`src/rv_isa_pkg.sv`:
```
// RV64I integer instruction set definitions
// instruction formats, opcode and funct3 codes, and the instruction word
// decoded as R-type or I-type fields

package rv_isa_pkg;

    // register index width
    localparam int REG_W = 5;

    typedef enum logic [6:0] {
        OPC_OP_IMM = 7'b0010011,
        OPC_OP     = 7'b0110011,
        OPC_LUI    = 7'b0110111,
        OPC_AUIPC  = 7'b0010111
    } opcode_e;

    // funct3 codes shared by OP and OP-IMM
    localparam logic [2:0] F3_ADD  = 3'b000;
    localparam logic [2:0] F3_SLL  = 3'b001;
    localparam logic [2:0] F3_SLT  = 3'b010;
    localparam logic [2:0] F3_SLTU = 3'b011;
    localparam logic [2:0] F3_XOR  = 3'b100;
    // SRL and SRA, told apart by bit 30
    localparam logic [2:0] F3_SR   = 3'b101;
    localparam logic [2:0] F3_OR   = 3'b110;
    localparam logic [2:0] F3_AND  = 3'b111;

    typedef struct packed {
        logic [6:0]       funct7;
        logic [REG_W-1:0] rs2;
        logic [REG_W-1:0] rs1;
        logic [2:0]       funct3;
        logic [REG_W-1:0] rd;
        logic [6:0]       opcode;
    } r_fmt_t;

    // U-type immediate is imm12, rs1 and funct3 taken together
    typedef struct packed {
        logic [11:0]      imm12;
        logic [REG_W-1:0] rs1;
        logic [2:0]       funct3;
        logic [REG_W-1:0] rd;
        logic [6:0]       opcode;
    } i_fmt_t;

    typedef union packed {
        r_fmt_t r_fmt;
        i_fmt_t i_fmt;
    } instr_t;

    // addi x0, x0, 0
    localparam logic [31:0] NOP = 32'h0000_0013;

endpackage

```
`src/rv_pipe_pkg.sv`:
```
// Pipeline payload definitions
// data word and the records passed between fetch, decode, execute and retire

package rv_pipe_pkg;

    localparam int XLEN = 64;

    typedef logic [XLEN-1:0] word_t;

    // fetch to decode
    typedef struct packed {
        logic               valid;
        word_t              pc;
        rv_isa_pkg::instr_t instr;
    } fd_t;

    // decode to execute
    typedef struct packed {
        logic                             valid;
        word_t                            pc;
        rv_isa_pkg::opcode_e              opcode;
        logic [2:0]                       funct3;
        // instruction bit 30, selects SUB and SRA
        logic                             alt;
        logic [rv_isa_pkg::REG_W-1:0]     rd;
        logic [rv_isa_pkg::REG_W-1:0]     rs1;
        logic [rv_isa_pkg::REG_W-1:0]     rs2;
        word_t                            rs1_val;
        word_t                            rs2_val;
        word_t                            imm;
        logic                             use_imm;
        logic                             use_pc;
        logic                             illegal;
    } dx_t;

    // one retired instruction
    typedef struct packed {
        word_t                            pc;
        logic [rv_isa_pkg::REG_W-1:0]     rd;
        word_t                            value;
        logic                             we;
        logic                             illegal;
    } retire_t;

endpackage

```
`src/rv_fetch.sv`:
```
// Instruction intake stage
// accepts instructions over valid/ready, tags them with the program counter
// and loads the fetch/decode register

`timescale 1ns/1ps

module rv_fetch #(
    parameter rv_pipe_pkg::word_t RESET_PC = '0
) (
    input  logic                c_clk,
    input  logic                c_rst_n,
    input  logic                instr_valid_i,
    input  rv_isa_pkg::instr_t  instr_i,
    output logic                instr_ready_o,
    input  logic                stall_i,
    output rv_pipe_pkg::fd_t    fd_o
);

    logic               accept;
    rv_pipe_pkg::word_t pc_q;
    rv_pipe_pkg::fd_t   fd_q;

    assign instr_ready_o = ~stall_i;
    assign accept        = instr_valid_i & instr_ready_o;

    always_ff @(posedge c_clk or negedge c_rst_n) begin
        if (!c_rst_n) begin
            pc_q <= RESET_PC;
        end else if (accept) begin
            pc_q <= pc_q + 64'd4;
        end
    end

    // bubble when nothing arrives
    always_ff @(posedge c_clk or negedge c_rst_n) begin
        if (!c_rst_n) begin
            fd_q.valid <= 1'b0;
            fd_q.pc    <= '0;
            fd_q.instr <= rv_isa_pkg::NOP;
        end else if (!stall_i) begin
            fd_q.valid <= instr_valid_i;
            fd_q.pc    <= pc_q;
            fd_q.instr <= instr_valid_i ? instr_i : rv_isa_pkg::NOP;
        end
    end

    assign fd_o = fd_q;

    a_pc_hold: assert property (@(posedge c_clk) disable iff (!c_rst_n)
        !accept |=> $stable(pc_q))
        else $error("pc moved without an accepted instruction");

endmodule

```
`config.mk`:
```
export PLATFORM = sky130hd
export DESIGN_NAME = rv_fetch
export DESIGN_NICKNAME = d
export VERILOG_FILES = /design/src/rv_isa_pkg.sv /design/src/rv_pipe_pkg.sv /design/src/rv_fetch.sv
export SDC_FILE = /design/constraint.sdc
export NUM_CORES = 1
export LEC_CHECK = 0
export BUFFER_PORTS_ARGS = -buffer_cell sky130_fd_sc_hd__buf_2
export CAP_MARGIN = 20
export CORE_MARGIN = 5
export CORE_UTILIZATION = 25
export CTS_CLUSTER_DIAMETER = 50
export DETAILED_ROUTE_END_ITERATION = 10
export SLEW_MARGIN = 20
export SYNTH_ARGS = -nofsm -noshare
export SYNTH_HDL_FRONTEND = slang
export SYNTH_SLANG_ARGS = --single-unit
export TNS_END_PERCENT = 50
```
`constraint.sdc`:
```
create_clock -name c_clk -period 2.1 [get_ports c_clk]
set_input_delay 0.315 -clock c_clk [delete_from_list [all_inputs] [get_ports c_clk]]
set_output_delay 0.315 -clock c_clk [all_outputs]
set_load 0.02 [all_outputs]
```
==> reports/qor.txt <==
Final setup violation count: 0
TritonCTS Buffers: 17
Routed len/inst: 14.4 µm
Status: finished, final reports clean
Cells after Synth: 550
Area of the mapped netlist: 6540 µm²
Top cells by area, synth: dfrtp_1 59%, mux2_2 9.1%, nand2_1 5.1%
Share of layout cells above drive strength 1: 35.3%
Average cell area after synthesis: 11.9 µm²
Setup bufs post-CTS: 0
GRT Residual Overflow: 0
Post-route setup TNS: 0 ns
Maximum clock frequency: 524 MHz
Critical Path AT: 2.27 ns
Placer Congestion: 0.755
Area leader, netlist: dfrtp_1
Layout area overhead: 27.3%
CP required: 2.46 ns
Combinational power share: 9.5%
Ys async rst share: 100%
Antenna violation net count after detailed routing: 0
Crit. End Element: register
Core ar.: 25900 µm²
Nets: 729
CTS tree: done
Core Rows: 59
CP Class: reg2reg
Top routing layer used: met4
Share of the synthesized area in the top cell type: 58.9%
Sw power: 1.95 mW
Period Utilization, post-route: 91.0%
Ys Warns: 0
EDFF count, synth: 0
Distinct cells, synth: 40
Fin. max-slew vios: 0
Most numerous cell in the Yosys netlist: dfrtp_1
Switching share of total power: 26.5%
Die X: 172 µm
CP max FO: 6
Clock Power Share: 45.2%
Multi-input gate area: 2460 µm²
Worst skew pair latency: 0.43 ns
DRC violations left: 0
Power density cells: 883 nW/µm²
First-pass GRT wire length: 24000 µm
Diode count: 0
P_leak: 4.24 nW
Largest net degree at the start of global routing: 102
Top Ports: 134
CP startpoint kind: register
DP Area: 7670 µm²
Worst clock skew: 0.0127 ns
Routed wl met2: 6820 µm
Register Area: 3930 µm²
Post-Route WL: 15000 µm
# fillers: 2620
Wire length on met3: 1100 µm
Total number of vias: 4377
Cell Int Power: 5.41 mW
Die height: 172 µm
Post-synthesis sequential area ratio: 60.1%
Antenna violations before repair: 0
Final hold violation count: 0
Clock-pin transition on the worst setup and hold timing paths: 0.07 ns
Setup repair after global routing missed its margin: no
Finished Cell Area: 8330 µm²
Num Clock Sinks: 157
Final Critical Period: 1.91 ns
Post-synth top cells: 154 x dfrtp_1, 89 x nand2_1, 53 x mux2_2
Starting Density: 25.2%
Maxcap violations: 0
Gr usage total: 10.4%
Post-DP HPWL: 10900 µm
Setup WS post-layout: 0.190 ns
Root Buffer Master: clkbuf_16
Yosys reg bits: 157
H-tree levels: 4
Sequential power share: 45.3%
Port Buf Inserts: 131
Peak VDD IR: 0.639 mV
Buffer depth of the longest clock path: 2
Dpl ws: 0.144 ns
DR vias/cell: 4.21
DRT iter0 DRCs: 263
Die Area: 29500 µm²
DR pass1 iterations: 4
Number of global-route vias before repair: 4275
Top_reg_cell synth: dfrtp_1
Min-delay worst type: in2reg
Wl on met1: 6870 µm
==> logic make-up after synthesis <==
group	share of synthesized area, %
DFF	60.1
and+or+nand+nor	16.4
xor gates and xnor gates	8.17
AOI/OAI and AO/OA	3.39
adders and majority gates	0.191
buffers and inverters	2.52
muxes	9.12
other	0.0573
==> timing repair <==
action,CTS,global route
hold buffers,1,0
hold endpoints to repair,38,0
resized for setup,0,1
setup endpoints to repair,0,1
==> worst paths after layout <==
kind,from,to,slack (ns),cells after the start
max,pc_q[5]$_DFFE_PN0P_,pc_q[54]$_DFFE_PN0P_,0.19,5
min,instr_i[31],fd_o[31]$_DFFE_PN0N_,0.11,2
max reg2reg,pc_q[5]$_DFFE_PN0P_,pc_q[54]$_DFFE_PN0P_,0.19,5
min reg2reg,fd_o[1]$_DFFE_PN1N_,fd_o[1]$_DFFE_PN1N_,0.47,2
max in group asynchronous,c_rst_n,pc_q[16]$_DFFE_PN0P_,1.07,3
min in group asynchronous,c_rst_n,fd_o[85]$_DFFE_PN0N_,0.36,2
==> through the flow <==
stage          utilization [%]  cells  hold slack [ns]  power (mW)
2_1_floorplan                -    551           0.0194        3.76
6_report                  32.1   1040            0.113        7.35
5_1_grt                   32.1   1040            0.108        7.68
3_3_place_gp              29.6   1007            0.276        4.08
3_5_place_dp              29.6   1007            0.272        4.09
4_1_cts                   32.1   1040           0.0913        7.48
==> state kept, by name, summed over array words and instances (netlist names) <==
register / cells
fd_o: 95
pc_q: 62
==> metal layers <==
metal,vias up,track usage (%)
li1,2137,-
met3,17,4.02
met2,107,15.4
met5,-,0
met4,0,3.76
met1,2116,13.8
==> cell type report <==
type	count	area share, %
inverter	16	0.721
clock buffer	17	5.11
timing repair buffer	146	9.81
sequential	157	47.2
tap	335	5.03
clock inverter	15	2.61
multi-input combinational	354	29.5
==> critical path, cell delays in order (launching register included) <==
cell and delay [ns]:
dfrtp_1 0.45, nand4_2 0.26, nor4_4 0.45, and3_1 0.34, and3_1 0.20, xor2_1 0.14
==> layout by cell type (no fill, tap or decap), types with 2 or more instances in the layout <==
cell	count
and4_1	4
nor2_1	24
a21oi_1	3
clkbuf_16	17
nor4_4	2
dfstp_2	3
nand2_1	89
buf_12	3
buf_4	12
bufinv_16	3
o21ai_0	38
nor3b_1	3
nand3_1	24
nor4b_4	2
nor3_1	11
inv_1	16
conb_1	2
buf_2	129
xor2_1	25
and3_1	6
nor3_2	2
inv_6	6
inv_8	3
dfrtp_1	154
nand4_1	11
nor4_2	3
xnor2_1	36
nand4_4	3
mux2_2	53
clkinv_8	2
==> power groups by stage <==
stage / Combinational [mW] / Clock, mW / Sequential, mW
finish: 0.697 / 3.33 / 3.33
global route: 0.765 / 3.57 / 3.35
CTS: 0.712 / 3.44 / 3.33
detailed placement: 0.708 / 0 / 3.39
global placement: 0.704 / 0 / 3.37
floorplan: 0.243 / 0 / 3.51
Power figures use the tool's default switching activity.
