[src/rv_isa_pkg.sv]
// RV64I integer instruction set definitions
// instruction formats, opcode and funct3 codes, and the instruction word
// decoded as R-type or I-type fields

package rv_isa_pkg;

    // register index width
    localparam int REG_W = 5;

    typedef enum logic [6:0] {
        OPC_OP_IMM = 7'b0010011,
        OPC_OP     = 7'b0110011,
        OPC_LUI    = 7'b0110111,
        OPC_AUIPC  = 7'b0010111
    } opcode_e;

    // funct3 codes shared by OP and OP-IMM
    localparam logic [2:0] F3_ADD  = 3'b000;
    localparam logic [2:0] F3_SLL  = 3'b001;
    localparam logic [2:0] F3_SLT  = 3'b010;
    localparam logic [2:0] F3_SLTU = 3'b011;
    localparam logic [2:0] F3_XOR  = 3'b100;
    // SRL and SRA, told apart by bit 30
    localparam logic [2:0] F3_SR   = 3'b101;
    localparam logic [2:0] F3_OR   = 3'b110;
    localparam logic [2:0] F3_AND  = 3'b111;

    typedef struct packed {
        logic [6:0]       funct7;
        logic [REG_W-1:0] rs2;
        logic [REG_W-1:0] rs1;
        logic [2:0]       funct3;
        logic [REG_W-1:0] rd;
        logic [6:0]       opcode;
    } r_fmt_t;

    // U-type immediate is imm12, rs1 and funct3 taken together
    typedef struct packed {
        logic [11:0]      imm12;
        logic [REG_W-1:0] rs1;
        logic [2:0]       funct3;
        logic [REG_W-1:0] rd;
        logic [6:0]       opcode;
    } i_fmt_t;

    typedef union packed {
        r_fmt_t r_fmt;
        i_fmt_t i_fmt;
    } instr_t;

    // addi x0, x0, 0
    localparam logic [31:0] NOP = 32'h0000_0013;

endpackage

[src/rv_pipe_pkg.sv]
// Pipeline payload definitions
// data word and the records passed between fetch, decode, execute and retire

package rv_pipe_pkg;

    localparam int XLEN = 64;

    typedef logic [XLEN-1:0] word_t;

    // fetch to decode
    typedef struct packed {
        logic               valid;
        word_t              pc;
        rv_isa_pkg::instr_t instr;
    } fd_t;

    // decode to execute
    typedef struct packed {
        logic                             valid;
        word_t                            pc;
        rv_isa_pkg::opcode_e              opcode;
        logic [2:0]                       funct3;
        // instruction bit 30, selects SUB and SRA
        logic                             alt;
        logic [rv_isa_pkg::REG_W-1:0]     rd;
        logic [rv_isa_pkg::REG_W-1:0]     rs1;
        logic [rv_isa_pkg::REG_W-1:0]     rs2;
        word_t                            rs1_val;
        word_t                            rs2_val;
        word_t                            imm;
        logic                             use_imm;
        logic                             use_pc;
        logic                             illegal;
    } dx_t;

    // one retired instruction
    typedef struct packed {
        word_t                            pc;
        logic [rv_isa_pkg::REG_W-1:0]     rd;
        word_t                            value;
        logic                             we;
        logic                             illegal;
    } retire_t;

endpackage

[src/rv_decode.sv]
// Decode stage
// splits the instruction by opcode, builds the immediate, reads the
// register file and loads the decode/execute register

`timescale 1ns/1ps

module rv_decode (
    input  logic                            c_clk,
    input  logic                            c_rst_n,
    input  rv_pipe_pkg::fd_t                fd_i,
    input  logic                            stall_i,
    output logic [rv_isa_pkg::REG_W-1:0]    rs1_idx_o,
    output logic [rv_isa_pkg::REG_W-1:0]    rs2_idx_o,
    input  rv_pipe_pkg::word_t              rs1_val_i,
    input  rv_pipe_pkg::word_t              rs2_val_i,
    output rv_pipe_pkg::dx_t                dx_o
);

    rv_isa_pkg::instr_t ir;
    logic               is_op_imm;
    logic               is_op;
    logic               is_lui;
    logic               is_auipc;
    logic               is_u;
    logic               is_shift;
    rv_pipe_pkg::word_t imm;
    rv_pipe_pkg::dx_t   dx_d;
    rv_pipe_pkg::dx_t   dx_q;

    assign ir        = fd_i.instr;
    assign is_op_imm = (ir.i_fmt.opcode == rv_isa_pkg::OPC_OP_IMM);
    assign is_op     = (ir.r_fmt.opcode == rv_isa_pkg::OPC_OP);
    assign is_lui    = (ir.i_fmt.opcode == rv_isa_pkg::OPC_LUI);
    assign is_auipc  = (ir.i_fmt.opcode == rv_isa_pkg::OPC_AUIPC);
    assign is_u      = is_lui | is_auipc;
    assign is_shift  = (ir.i_fmt.funct3 == rv_isa_pkg::F3_SLL) ||
                       (ir.i_fmt.funct3 == rv_isa_pkg::F3_SR);

    always_comb begin
        if (is_u) begin
            imm = {{32{ir.i_fmt.imm12[11]}}, ir.i_fmt.imm12, ir.i_fmt.rs1,
                   ir.i_fmt.funct3, 12'b0};
        end else if (is_shift) begin
            // shamt only, drops the SRAI marker bit
            imm = {58'b0, ir.i_fmt.imm12[5:0]};
        end else begin
            imm = {{52{ir.i_fmt.imm12[11]}}, ir.i_fmt.imm12};
        end
    end

    // U-type rs1 bits belong to the immediate, so read x0 instead
    assign rs1_idx_o = (is_op | is_op_imm) ? ir.i_fmt.rs1 : '0;
    assign rs2_idx_o = is_op ? ir.r_fmt.rs2 : '0;

    always_comb begin
        dx_d.valid   = fd_i.valid;
        dx_d.pc      = fd_i.pc;
        dx_d.opcode  = rv_isa_pkg::opcode_e'(ir.i_fmt.opcode);
        dx_d.funct3  = is_u ? rv_isa_pkg::F3_ADD : ir.i_fmt.funct3;
        dx_d.alt     = (is_op | is_op_imm) & ir.r_fmt.funct7[5];
        dx_d.rd      = ir.i_fmt.rd;
        dx_d.rs1     = rs1_idx_o;
        dx_d.rs2     = rs2_idx_o;
        dx_d.rs1_val = rs1_val_i;
        dx_d.rs2_val = rs2_val_i;
        dx_d.imm     = imm;
        dx_d.use_imm = ~is_op;
        dx_d.use_pc  = is_auipc;
        dx_d.illegal = ~(is_op_imm | is_op | is_u);
    end

    always_ff @(posedge c_clk or negedge c_rst_n) begin
        if (!c_rst_n) begin
            dx_q <= '0;
        end else if (!stall_i) begin
            dx_q <= dx_d;
        end
    end

    assign dx_o = dx_q;

endmodule

[config.mk]
export PLATFORM = sky130hd
export DESIGN_NAME = rv_decode
export DESIGN_NICKNAME = d
export VERILOG_FILES = /design/src/rv_isa_pkg.sv /design/src/rv_pipe_pkg.sv /design/src/rv_decode.sv
export SDC_FILE = /design/constraint.sdc
export NUM_CORES = 1
export LEC_CHECK = 0
export BUFFER_PORTS_ARGS = -buffer_cell sky130_fd_sc_hd__buf_2
export CORE_AREA = 4 4 200 202
export CTS_BUF_LIST = sky130_fd_sc_hd__clkbuf_2 sky130_fd_sc_hd__clkbuf_4 sky130_fd_sc_hd__clkbuf_8
export DETAILED_ROUTE_END_ITERATION = 10
export DIE_AREA = 0 0 204 206
export MAX_ROUTING_LAYER = met4
export SYNTH_ARGS = -nofsm -noshare
export SYNTH_HDL_FRONTEND = slang
export SYNTH_SLANG_ARGS = --single-unit
[constraint.sdc]
create_clock -name c_clk -period 1.9 [get_ports c_clk]
set_input_delay 0.38 -clock c_clk [delete_from_list [all_inputs] [get_ports c_clk]]
set_output_delay 0.38 -clock c_clk [all_outputs]
set_load 0.02 [all_outputs]
==> results by group <==
Route
  – Detail Route Antenna Nets: 0
  – WL final: 33900 um
  – Vias per cell: ~4.2
  – Drt wl/cell: 17.8 um
  – DRT iter0 DRCs: 272
  – DR pass1 iterations: 6
  – DRC viols: 0
  – Via count: 8029

Timing
  – Setup TNS: -2420 ps
  – Final min period: 2180 ps
  – Fin Hold WS: 57.6 ps
  – Final Max Tran Viols: 0
  – Setup ws final: -282 ps
  – Final Hold Viols: 0
  – Headroom to the max-slew limit: a little under two fifths
  – Clock Skew: 0 ps
  – Fmax: ~460 MHz
  – Final period util: 115%
  – Tightest Pin Transition: 933 ps
  – RSZ-0062 raised after global routing: true
  – Final setup viols: 10

Placed design
  – GPL Wtd Cong: ~0.76
  – IO buf count: 523
  – Placed cells: 1632
  – Dpl hpwl: between 20000 and 25000 um
  – DP Area: roughly 13000 um2

Cells and area
  – Largest register FFs: between 200 and 300
  – Commonest non-fill, non-tap cell in the layout: buf_2
  – Layout Cells excl Fill: roughly 1900
  – Final nets: 1576
  – Post-route cell area: 15900 um2
  – Commonest cells after routing, fill and taps aside: buf_2 (508), dfrtp_1 (254), mux2_2 (207)
  – Layout fillers: about 3500
  – Fraction of layout cells with a size suffix above 1: about three fifths
  – Area delta synth->final: 60.6%

Floorplanning
  – Core area: roughly 38000 um2
  – Die X: between 200 and 250 um
  – Die Y: slightly above 200 um
  – Rows: 72
  – Die area: around 42000 um2
  – Ports: around 520
  – Initial Util: roughly 26%

Critical path
  – Kind of critical path: input port to primary output
  – Setup crit end kind: primary output
  – Crit path required time: ~1500 ps
  – CP max FO: 7
  – Arrival @ worst endpoint: approximately 1800 ps
  – Crit path launch type: input port

Global routing
  – Gr usage total: between 10% and 20%
  – Total grt overflow: 0
  – Vias in the first global route: 8601
  – Initial antenna violation count: 1
  – First-pass GRT wire length: ~49000 um
  – Largest net degree at the start of global routing: between 90 and 100

Pwr
  – PwrDens: 911 nW/um2
  – Clock share of power: between 30% and 40%
  – Int Pwr: 10400 uW
  – Peak VDD IR: about 550 uV
  – Leakage: approximately 0.0077 uW
  – Tot Pwr: about 15000 uW
  – Sw Share: about 28%
  – Logic pwr share: approximately 20%
  – Flop pwr share: between 40% and 50%
  – Switch Pwr: just over 4000 uW

Logic synthesis
  – Mapped Nets: 872
  – Flops & latches, synth: 254
  – Post-Syn Area: around 9900 um2
  – Cells after synthesis: between 600 and 700
  – Number of synthesis warnings: 0
  – Synth cell types: 26
  – Seq/Total Area, Yosys: 64.0%
  – Avg Cell Area, Syn: around 15 um2

Clocking
  – CTS Sinks: 254
  – H-Tree Level Count: 2
  – CTS buffer count: 44
  – CTS tree: built
  – Clock transition at the registers of the reported paths: roughly 60 ps
  – CTS Buffer Depth: 3
  – Clock latency on the worst-skew pair: 560 ps
  – Root buf cell: clkbuf_8

Min path
  – Worst hold-check path type: input port to register

Flow run
  – Maxcap violations: 0

Run status
  – Violated checks: setup timing
  – Status: complete, but fails checks
power by group through the flow:
stage	registers, uW	clock network (uW)	logic [uW]
6_report	6190	5420	2910
3_5_place_dp	6270	0	2610
3_3_place_gp	6250	0	2590
2_1_floorplan	6910	0	834
5_1_grt	6250	5860	3100
4_1_cts	6180	5610	2930
routing by layer:
metal / vias to the layer above / routed length [um] / GRT usage [%]
met5: - / 0 / -
met4: 0 / 1100 / 6.10
met3: 82 / 2500 / 4.58
met2: 321 / 17500 / 26.6
met1: 3986 / 12700 / 17.3
li1: 3640 / - / -
cells by family after synthesis:
group | after synthesis | share of synthesized area (%)
buffers and inverters | 86 | 5.14
DFF | 254 | 64.0
and+or+nand+nor | 46 | 2.56
AOI/OAI and AO/OA | 51 | 4.78
muxes | 207 | 23.5
worst paths after layout:
kind | start | endpoint | slack (ps) | cells after the start
max | fd_i[0] | rs2_idx_o[3] | -280 | 6
max reg2reg | dx_o[19] | dx_o[19] | 1040 | 1
min in group asynchronous | c_rst_n | dx_o[189] | 330 | 2
min reg2reg | dx_o[1] | dx_o[1] | 480 | 2
min | rs1_val_i[5] | dx_o[136] | 60 | 2
max in group asynchronous | c_rst_n | dx_o[178] | 860 | 3
worst max-delay path, stage by stage:
cell and delay [ps]:
buf_8 80, nand2_4 50, or4b_4 530, or3b_4 490, nor2_2 140, buf_6 130
through the flow:
stage                     setup WS [ps]  utilization, %
final                              -282            41.6
after CTS                          -310            41.6
after floorplan                    -147               -
after global placement             -508            33.9
after detailed placement           -554            33.9
after global routing               -314            41.6
area by class of cell:
class,count,area (um2),share of cell area [%]
Sequential cell,254,6360,39.9
Timing Repair Buffer,737,4830,30.3
Multi-Input combinational cell,304,3100,19.5
Clock buffer,75,920,5.77
Tap cell,518,648,4.07
Clock inverter,5,50.0,0.314
Inverter,7,26.3,0.165
Antenna cell,1,2.50,0.0157
synth_stat cells:
cell,instances,area (um2)
mux2_2,207,2330
or4b_4,1,13.8
or2_2,1,6.26
o31ai_2,4,50.1
nor3_2,1,10.0
dfrtp_1,254,6360
o31ai_1,2,15.0
buf_2,18,90.1
nor2b_1,13,81.3
a21oi_1,2,10.0
o21ai_0,3,15.0
inv_1,7,26.3
buf_4,42,315
nand2b_1,1,6.26
nand2_1,10,37.5
a221o_1,18,180
clkbuf_1,15,56.3
and2_1,5,31.3
buf_1,3,11.3
buf_6,1,11.3
a22o_1,20,175
nand4bb_1,1,11.3
o31ai_4,1,21.3
nor2_1,12,45.0
a21o_1,1,7.51
or3b_4,1,11.3
repair_timing:
| action | 4_1_cts | 5_1_grt |
|---|---|---|
| buffers inserted | 1 | 0 |
| pin swaps | 5 | 2 |
| resized for setup | 27 | 7 |
| endpoints found under the hold margin | 222 | 0 |
| hold buffers | 187 | 0 |
| endpoints found under the setup margin | 10 | 10 |
Note: power is estimated with default switching activity, not from simulation.
