## src/rv_isa_pkg.sv

```systemverilog
// RV64I integer instruction set definitions
// instruction formats, opcode and funct3 codes, and the instruction word
// decoded as R-type or I-type fields

package rv_isa_pkg;

    // register index width
    localparam int REG_W = 5;

    typedef enum logic [6:0] {
        OPC_OP_IMM = 7'b0010011,
        OPC_OP     = 7'b0110011,
        OPC_LUI    = 7'b0110111,
        OPC_AUIPC  = 7'b0010111
    } opcode_e;

    // funct3 codes shared by OP and OP-IMM
    localparam logic [2:0] F3_ADD  = 3'b000;
    localparam logic [2:0] F3_SLL  = 3'b001;
    localparam logic [2:0] F3_SLT  = 3'b010;
    localparam logic [2:0] F3_SLTU = 3'b011;
    localparam logic [2:0] F3_XOR  = 3'b100;
    // SRL and SRA, told apart by bit 30
    localparam logic [2:0] F3_SR   = 3'b101;
    localparam logic [2:0] F3_OR   = 3'b110;
    localparam logic [2:0] F3_AND  = 3'b111;

    typedef struct packed {
        logic [6:0]       funct7;
        logic [REG_W-1:0] rs2;
        logic [REG_W-1:0] rs1;
        logic [2:0]       funct3;
        logic [REG_W-1:0] rd;
        logic [6:0]       opcode;
    } r_fmt_t;

    // U-type immediate is imm12, rs1 and funct3 taken together
    typedef struct packed {
        logic [11:0]      imm12;
        logic [REG_W-1:0] rs1;
        logic [2:0]       funct3;
        logic [REG_W-1:0] rd;
        logic [6:0]       opcode;
    } i_fmt_t;

    typedef union packed {
        r_fmt_t r_fmt;
        i_fmt_t i_fmt;
    } instr_t;

    // addi x0, x0, 0
    localparam logic [31:0] NOP = 32'h0000_0013;

endpackage

```

## src/rv_pipe_pkg.sv

```systemverilog
// Pipeline payload definitions
// data word and the records passed between fetch, decode, execute and retire

package rv_pipe_pkg;

    localparam int XLEN = 64;

    typedef logic [XLEN-1:0] word_t;

    // fetch to decode
    typedef struct packed {
        logic               valid;
        word_t              pc;
        rv_isa_pkg::instr_t instr;
    } fd_t;

    // decode to execute
    typedef struct packed {
        logic                             valid;
        word_t                            pc;
        rv_isa_pkg::opcode_e              opcode;
        logic [2:0]                       funct3;
        // instruction bit 30, selects SUB and SRA
        logic                             alt;
        logic [rv_isa_pkg::REG_W-1:0]     rd;
        logic [rv_isa_pkg::REG_W-1:0]     rs1;
        logic [rv_isa_pkg::REG_W-1:0]     rs2;
        word_t                            rs1_val;
        word_t                            rs2_val;
        word_t                            imm;
        logic                             use_imm;
        logic                             use_pc;
        logic                             illegal;
    } dx_t;

    // one retired instruction
    typedef struct packed {
        word_t                            pc;
        logic [rv_isa_pkg::REG_W-1:0]     rd;
        word_t                            value;
        logic                             we;
        logic                             illegal;
    } retire_t;

endpackage

```

## src/rv_execute.sv

```systemverilog
// Execute and writeback stage
// forwards from the writeback register, runs the 64-bit ALU, drives the
// retire port and register write, and raises the pipeline stall

`timescale 1ns/1ps

module rv_execute (
    input  logic                            c_clk,
    input  logic                            c_rst_n,
    input  rv_pipe_pkg::dx_t                dx_i,
    input  logic                            retire_ready_i,
    output logic                            retire_valid_o,
    output rv_pipe_pkg::retire_t            retire_o,
    output logic                            stall_o,
    output logic [rv_isa_pkg::REG_W-1:0]    rd_idx_o,
    output rv_pipe_pkg::word_t              rd_val_o,
    output logic                            rd_we_o
);

    logic                   fwd_ok;
    logic                   sub;
    logic [5:0]             shamt;
    rv_pipe_pkg::word_t     rs1_fwd;
    rv_pipe_pkg::word_t     rs2_fwd;
    rv_pipe_pkg::word_t     op_a;
    rv_pipe_pkg::word_t     op_b;
    rv_pipe_pkg::word_t     sra_res;
    rv_pipe_pkg::word_t     alu_res;
    logic                   wb_valid_q;
    rv_pipe_pkg::retire_t   wb_q;

    // producer one ahead sits in the writeback register
    assign fwd_ok  = wb_valid_q & wb_q.we & (wb_q.rd != '0);
    assign rs1_fwd = (fwd_ok && (wb_q.rd == dx_i.rs1)) ? wb_q.value : dx_i.rs1_val;
    assign rs2_fwd = (fwd_ok && (wb_q.rd == dx_i.rs2)) ? wb_q.value : dx_i.rs2_val;

    assign op_a  = dx_i.use_pc ? dx_i.pc : rs1_fwd;
    assign op_b  = dx_i.use_imm ? dx_i.imm : rs2_fwd;
    assign shamt = op_b[5:0];
    assign sub   = dx_i.alt && (dx_i.opcode == rv_isa_pkg::OPC_OP);

    always_comb begin
        sra_res = $signed(op_a) >>> shamt;
        case (dx_i.funct3)
            rv_isa_pkg::F3_ADD:  alu_res = sub ? (op_a - op_b) : (op_a + op_b);
            rv_isa_pkg::F3_SLL:  alu_res = op_a << shamt;
            rv_isa_pkg::F3_SLT:  alu_res = {63'b0, $signed(op_a) < $signed(op_b)};
            rv_isa_pkg::F3_SLTU: alu_res = {63'b0, op_a < op_b};
            rv_isa_pkg::F3_XOR:  alu_res = op_a ^ op_b;
            rv_isa_pkg::F3_SR:   alu_res = dx_i.alt ? sra_res : (op_a >> shamt);
            rv_isa_pkg::F3_OR:   alu_res = op_a | op_b;
            default:             alu_res = op_a & op_b;
        endcase
    end

    always_ff @(posedge c_clk or negedge c_rst_n) begin
        if (!c_rst_n) begin
            wb_valid_q <= 1'b0;
        end else if (!stall_o) begin
            wb_valid_q <= dx_i.valid;
        end
    end

    always_ff @(posedge c_clk) begin
        if (!stall_o) begin
            wb_q.pc      <= dx_i.pc;
            wb_q.rd      <= dx_i.rd;
            wb_q.value   <= dx_i.illegal ? '0 : alu_res;
            wb_q.we      <= ~dx_i.illegal;
            wb_q.illegal <= dx_i.illegal;
        end
    end

    assign retire_valid_o = wb_valid_q;
    assign retire_o       = wb_q;
    assign stall_o        = retire_valid_o & ~retire_ready_i;

    // register write only on the retire handshake
    assign rd_idx_o = wb_q.rd;
    assign rd_val_o = wb_q.value;
    assign rd_we_o  = retire_valid_o & retire_ready_i & wb_q.we;

    a_retire_hold: assert property (@(posedge c_clk) disable iff (!c_rst_n)
        (retire_valid_o && !retire_ready_i) |=> (retire_valid_o && $stable(retire_o)))
        else $error("retire record changed under back-pressure");

endmodule

```

## config.mk

```make
export PLATFORM = sky130hd
export DESIGN_NAME = rv_execute
export DESIGN_NICKNAME = d
export VERILOG_FILES = /design/src/rv_isa_pkg.sv /design/src/rv_pipe_pkg.sv /design/src/rv_execute.sv
export SDC_FILE = /design/constraint.sdc
export NUM_CORES = 2
export LEC_CHECK = 0
export BUFFER_PORTS_ARGS = -buffer_cell sky130_fd_sc_hd__buf_2
export CAP_MARGIN = 0
export CORE_MARGIN = 3
export CORE_UTILIZATION = 35
export CTS_BUF_LIST = sky130_fd_sc_hd__clkbuf_16
export DETAILED_ROUTE_END_ITERATION = 10
export GPL_TIMING_DRIVEN = 0
export PLACE_DENSITY = 0.66
export SYNTH_ARGS = -nofsm -noshare
export SYNTH_HDL_FRONTEND = slang
export SYNTH_SLANG_ARGS = --single-unit
```

## constraint.sdc

```tcl
create_clock -name c_clk -period 14.15 [get_ports c_clk]
set_input_delay 2.83 -clock c_clk [delete_from_list [all_inputs] [get_ports c_clk]]
set_output_delay 2.83 -clock c_clk [all_outputs]
set_load 0.02 [all_outputs]
```

==> impl_results.md <==
* Total power density per cell area at around 100 nW/um^2
* Critical path required time at between 10 and 15 ns
* Total length of routed wires at roughly 260000 microns
* Syn Inst Count at between 3000 and 4000
* Seq pwr share at 18.8%
* Net switching power of the design at between 2 and 2.5 mW
* Root Buffer Master: sky130_fd_sc_hd__clkbuf_16
* Largest incremental delay on the critical path at approximately 1.3 ns
* Global routing usage summed across all routing layers at between 60 and 70%
* Number of H-tree levels at 4
* Setup Total Neg Slack at 0 ns
* Clk pwr share at around 14%
* TritonCTS clock tree: yes
* Share of power burned in combinational logic at about two thirds
* # setup viols final at 0
* Worst path arrival time at about 13 ns
* Share of the clock period used by the worst path at about 87%
* Area growth from synthesis to layout at 17.13%
* Result of the run: finished with violations
* Met3 Use GR at a little over two fifths
* Crit Path Category: input pin to flop
* Cell area after technology mapping at between 20000 and 30000 sq um
* Max-cap violations at 27
* Standard-cell rows at just over 100
* Initial antenna violation count at 47
* Number of port buffers at 491
* Final worst path period need at 12.33 ns
* Combinational family with the most area after synthesis: compound AO/OA/AOI/OAI gates
* Detail-routed net length per standard cell at about 47 microns
* Number of nets in the synthesized netlist at between 4000 and 5000
* RSZ-0062 raised after global routing: no
* Endpoint class of the critical path: flop
* GRT overflow at 0
* Global routing's busiest layer: met2
* # Post-CTS Setup Buffers at 0
* Yosys cell types at slightly below 90
* Remaining antenna violation count after routing at 0
* Share of synthesized area spent on multiplexers at 16.44%
* Synth warnings at 0
* Hold Path Class: flop to flop
* Initial cell density of the core at a little over a third
* Leakage at ~14 nW
* Master of the slowest instance on the critical path: sky130_fd_sc_hd__o21ai_0
* Wire length of the first global-routing pass at 334200 microns
* Clock latency of the later-clocked register in the worst-skew pair at 0.54 ns
* Leading cell type in the layout, fill and taps excluded: sky130_fd_sc_hd__buf_2
* Number of optimization iterations in the first detailed-route pass at 11
* Maximum clock frequency at a little over 80 MHz
* Maximum number of pins on one net before global-route repair at between 50 and 60
* Average cell area after synthesis at between 7 and 8 sq um
* Count of final hold-check violations at 0
* Register clock-pin slew on the reported worst setup and hold paths at around 0.070 ns
* Crit-path max FO at 10
* Sequential share of the synthesized area at 14.61%
* Total power at approximately 3.3 mW
* Area share of xor/xnor cells in the synthesized design at under 10%
* Share of the synthesized area in compound gates (AO/OA/AOI/OAI) at 31.07%
* Iter 0 DRT Violations at a little under 7000
* Count of flip-flops with a built-in enable after synthesis at 135
* Met2 Track Usage GR at between 70% and 80%
* Slew at the pin closest to its max-slew limit at around 1.7 ns
* Height of the die at roughly 290 microns
* Horizontal die dimension at just under 300 microns
* Post-layout worst setup margin at around 1.8 ns
* Vias per std cell at ~7.3
* Peak VDD IR at about 77 uV
* Switching share of power at between 60% and 70%
* Die Footprint at between 80000 and 90000 sq um
* Dpl cell area at 31850 sq um
* Vias in the first global route at 36080
* Number of nets in the layout at 4930
* Maximum clock skew at final layout at ~0.029 ns
* Adder-cell share of the synthesized area at 8.613%
* Final-report max-slew violation count at approximately 100
* Final Util at between 40% and 50%
* Maximum clock insertion buffer count at 2
* Fraction of synthesis flops using an asynchronous set or reset pin at 0.7353%
* Routability congestion estimate at between 1 and 1.5
* Int Pwr at between 1 and 1.5 mW
* Crit path cell chain: buf_2, xnor2_1, nand4_1, nor2_1, clkbuf_1, clkbuf_2, mux2i_1, o21ai_0, ha_1, clkbuf_1, nand3_1, nor4_1, o211ai_1, a31oi_1, a211oi_1, a211oi_1, o21ai_0, and3_1, a211oi_2, mux2i_1, o211ai_1
* Startpoint types: input pin
* DRC violations left at 0
* Clock buffers created by TritonCTS at 17
* Number of vias after detailed routing at about 41000
* Worst slack, placed at around 1.9 ns
* Number of synthesized register bits at between 100 and 150
* Num ports at between 400 and 500
* Fraction of the mapped netlist area in simple logic gates at around 18%
* Failing checks: max-capacitance violations, max-slew violations
* Predominant post-synthesis flop cell: sky130_fd_sc_hd__edfxtp_1
* Worst max-slew margin expressed relative to the limit at -12.26%
* Placeable core region at just under 80000 sq um
* Design area at 32700 sq um
* Share of cells above drive strength 1 at approximately 18%
* Commonest non-fill, non-tap cells in the layout: 540 x sky130_fd_sc_hd__buf_2, 388 x sky130_fd_sc_hd__mux2i_1, 358 x sky130_fd_sc_hd__nand2_1
* Hpwl dp at approximately 210000 microns
* Hold-fix buffer count after cts at 0
* Number of sinks handled by clock tree synthesis at ~140
* Fraction of met1 tracks used by global routing at roughly 64%
* Number of instances resized during post-cts repair at 0
## cells by family (layout without fill, tap and decap cells)
kind of cell               Yosys count  after routing
AOI/OAI and AO/OA                 1361           1361
other                                0             42
and+or+nand+nor                   1093           1093
DFF                                136            136
buffers and inverters              633           1170
adders and majority gates          191            191
muxes                              451            451
xor gates and xnor gates            61             61
## flip-flops by register name, indices dropped and copies added (netlist names)
name and flops:
rd_idx_o 5, rd_val_o 64, retire_o 66, retire_valid_o 1
## Yosys cell counts (10+ instances only)
master,number,area share [%]
sky130_fd_sc_hd__buf_1,40,0.54
sky130_fd_sc_hd__and2_1,10,0.22
sky130_fd_sc_hd__a211oi_1,71,1.9
sky130_fd_sc_hd__o21ai_0,341,6.1
sky130_fd_sc_hd__nor4_1,26,0.58
sky130_fd_sc_hd__o21a_1,19,0.51
sky130_fd_sc_hd__nand2_1,358,4.8
sky130_fd_sc_hd__xnor2_1,56,1.8
sky130_fd_sc_hd__clkbuf_1,230,3.1
sky130_fd_sc_hd__a21oi_1,332,6.0
sky130_fd_sc_hd__nor2_1,357,4.8
sky130_fd_sc_hd__buf_2,49,0.88
sky130_fd_sc_hd__o22a_1,10,0.31
sky130_fd_sc_hd__or3_1,15,0.34
sky130_fd_sc_hd__o21bai_1,53,1.4
sky130_fd_sc_hd__ha_1,189,8.5
sky130_fd_sc_hd__nand3_1,77,1.4
sky130_fd_sc_hd__o31a_1,11,0.35
sky130_fd_sc_hd__buf_4,70,1.9
sky130_fd_sc_hd__edfxtp_1,135,15
sky130_fd_sc_hd__nand2b_1,37,0.83
sky130_fd_sc_hd__o21ai_1,12,0.22
sky130_fd_sc_hd__o31ai_1,94,2.5
sky130_fd_sc_hd__inv_1,231,3.1
sky130_fd_sc_hd__o22ai_1,29,0.65
sky130_fd_sc_hd__o221ai_1,24,0.75
sky130_fd_sc_hd__o211ai_1,61,1.6
sky130_fd_sc_hd__nor2b_1,18,0.40
sky130_fd_sc_hd__mux2_2,61,2.5
sky130_fd_sc_hd__and3_1,15,0.34
sky130_fd_sc_hd__a221oi_1,18,0.56
sky130_fd_sc_hd__nand4_1,90,2.0
sky130_fd_sc_hd__a22oi_1,23,0.62
sky130_fd_sc_hd__a21o_1,32,0.86
sky130_fd_sc_hd__nor3_1,63,1.1
sky130_fd_sc_hd__mux2i_1,390,14
sky130_fd_sc_hd__a31oi_1,105,2.4
sky130_fd_sc_hd__a311oi_1,13,0.41
## through the flow
step                      cells  hold WS [ns]
final                      5545         1.002
after global routing       5510         1.009
after CTS                  5497        0.9806
after detailed placement   5465        0.9677
after global placement     5457         1.356
after floorplan            3926         1.162
## critical path: cells and delay by family
family          cells  cell delay (ns)
simple gates        5             2.44
fa+ha+maj           1             0.33
xor+xnor            1             0.18
compound gates      8             4.34
buf+inv             4             1.99
mux                 2             0.39
## per-layer routing
layer	wire (microns)	vias to the layer above
li1	-	15550
met1	88310	19330
met2	95230	4233
met3	44730	1381
met4	29490	34
met5	1041	-
## power groups by stage
stage	combinational, mW	clock [mW]	sequential (mW)
floorplan	1.07	0	0.570
global placement	1.99	0	0.612
detailed placement	1.99	0	0.603
CTS	1.99	0.473	0.595
global route	2.18	0.486	0.614
finish	2.21	0.481	0.622
## final cells by class
type                    instances  area [sq um]
repair buffers                505          2628
inverters                     243         924.6
multi-input cells            3157         21310
fillers                      8442         45530
flip-flops and latches        136          4079
clock inverters                15         131.4
diodes                         42         105.1
plain buffers                 390          1799
clock buffers                  17         425.4
well taps                    1040          1301
## final timing paths
| path | start | to | slack (ns) | cells past startpoint |
|---|---|---|---|---|
| setup / recovery | dx_i[198] | rd_val_o[63] | 1.82 | 21 |
| hold / removal | retire_valid_o | retire_valid_o | 1.00 | 2 |
| setup reg to reg | rd_idx_o[0] | rd_val_o[63] | 3.55 | 21 |
| hold reg to reg | retire_valid_o | retire_valid_o | 1.00 | 2 |
| max in group asynchronous | c_rst_n | retire_valid_o | 11.99 | 1 |
| min in group asynchronous | c_rst_n | retire_valid_o | 2.07 | 1 |
Note: power is estimated with default switching activity, not from simulation.
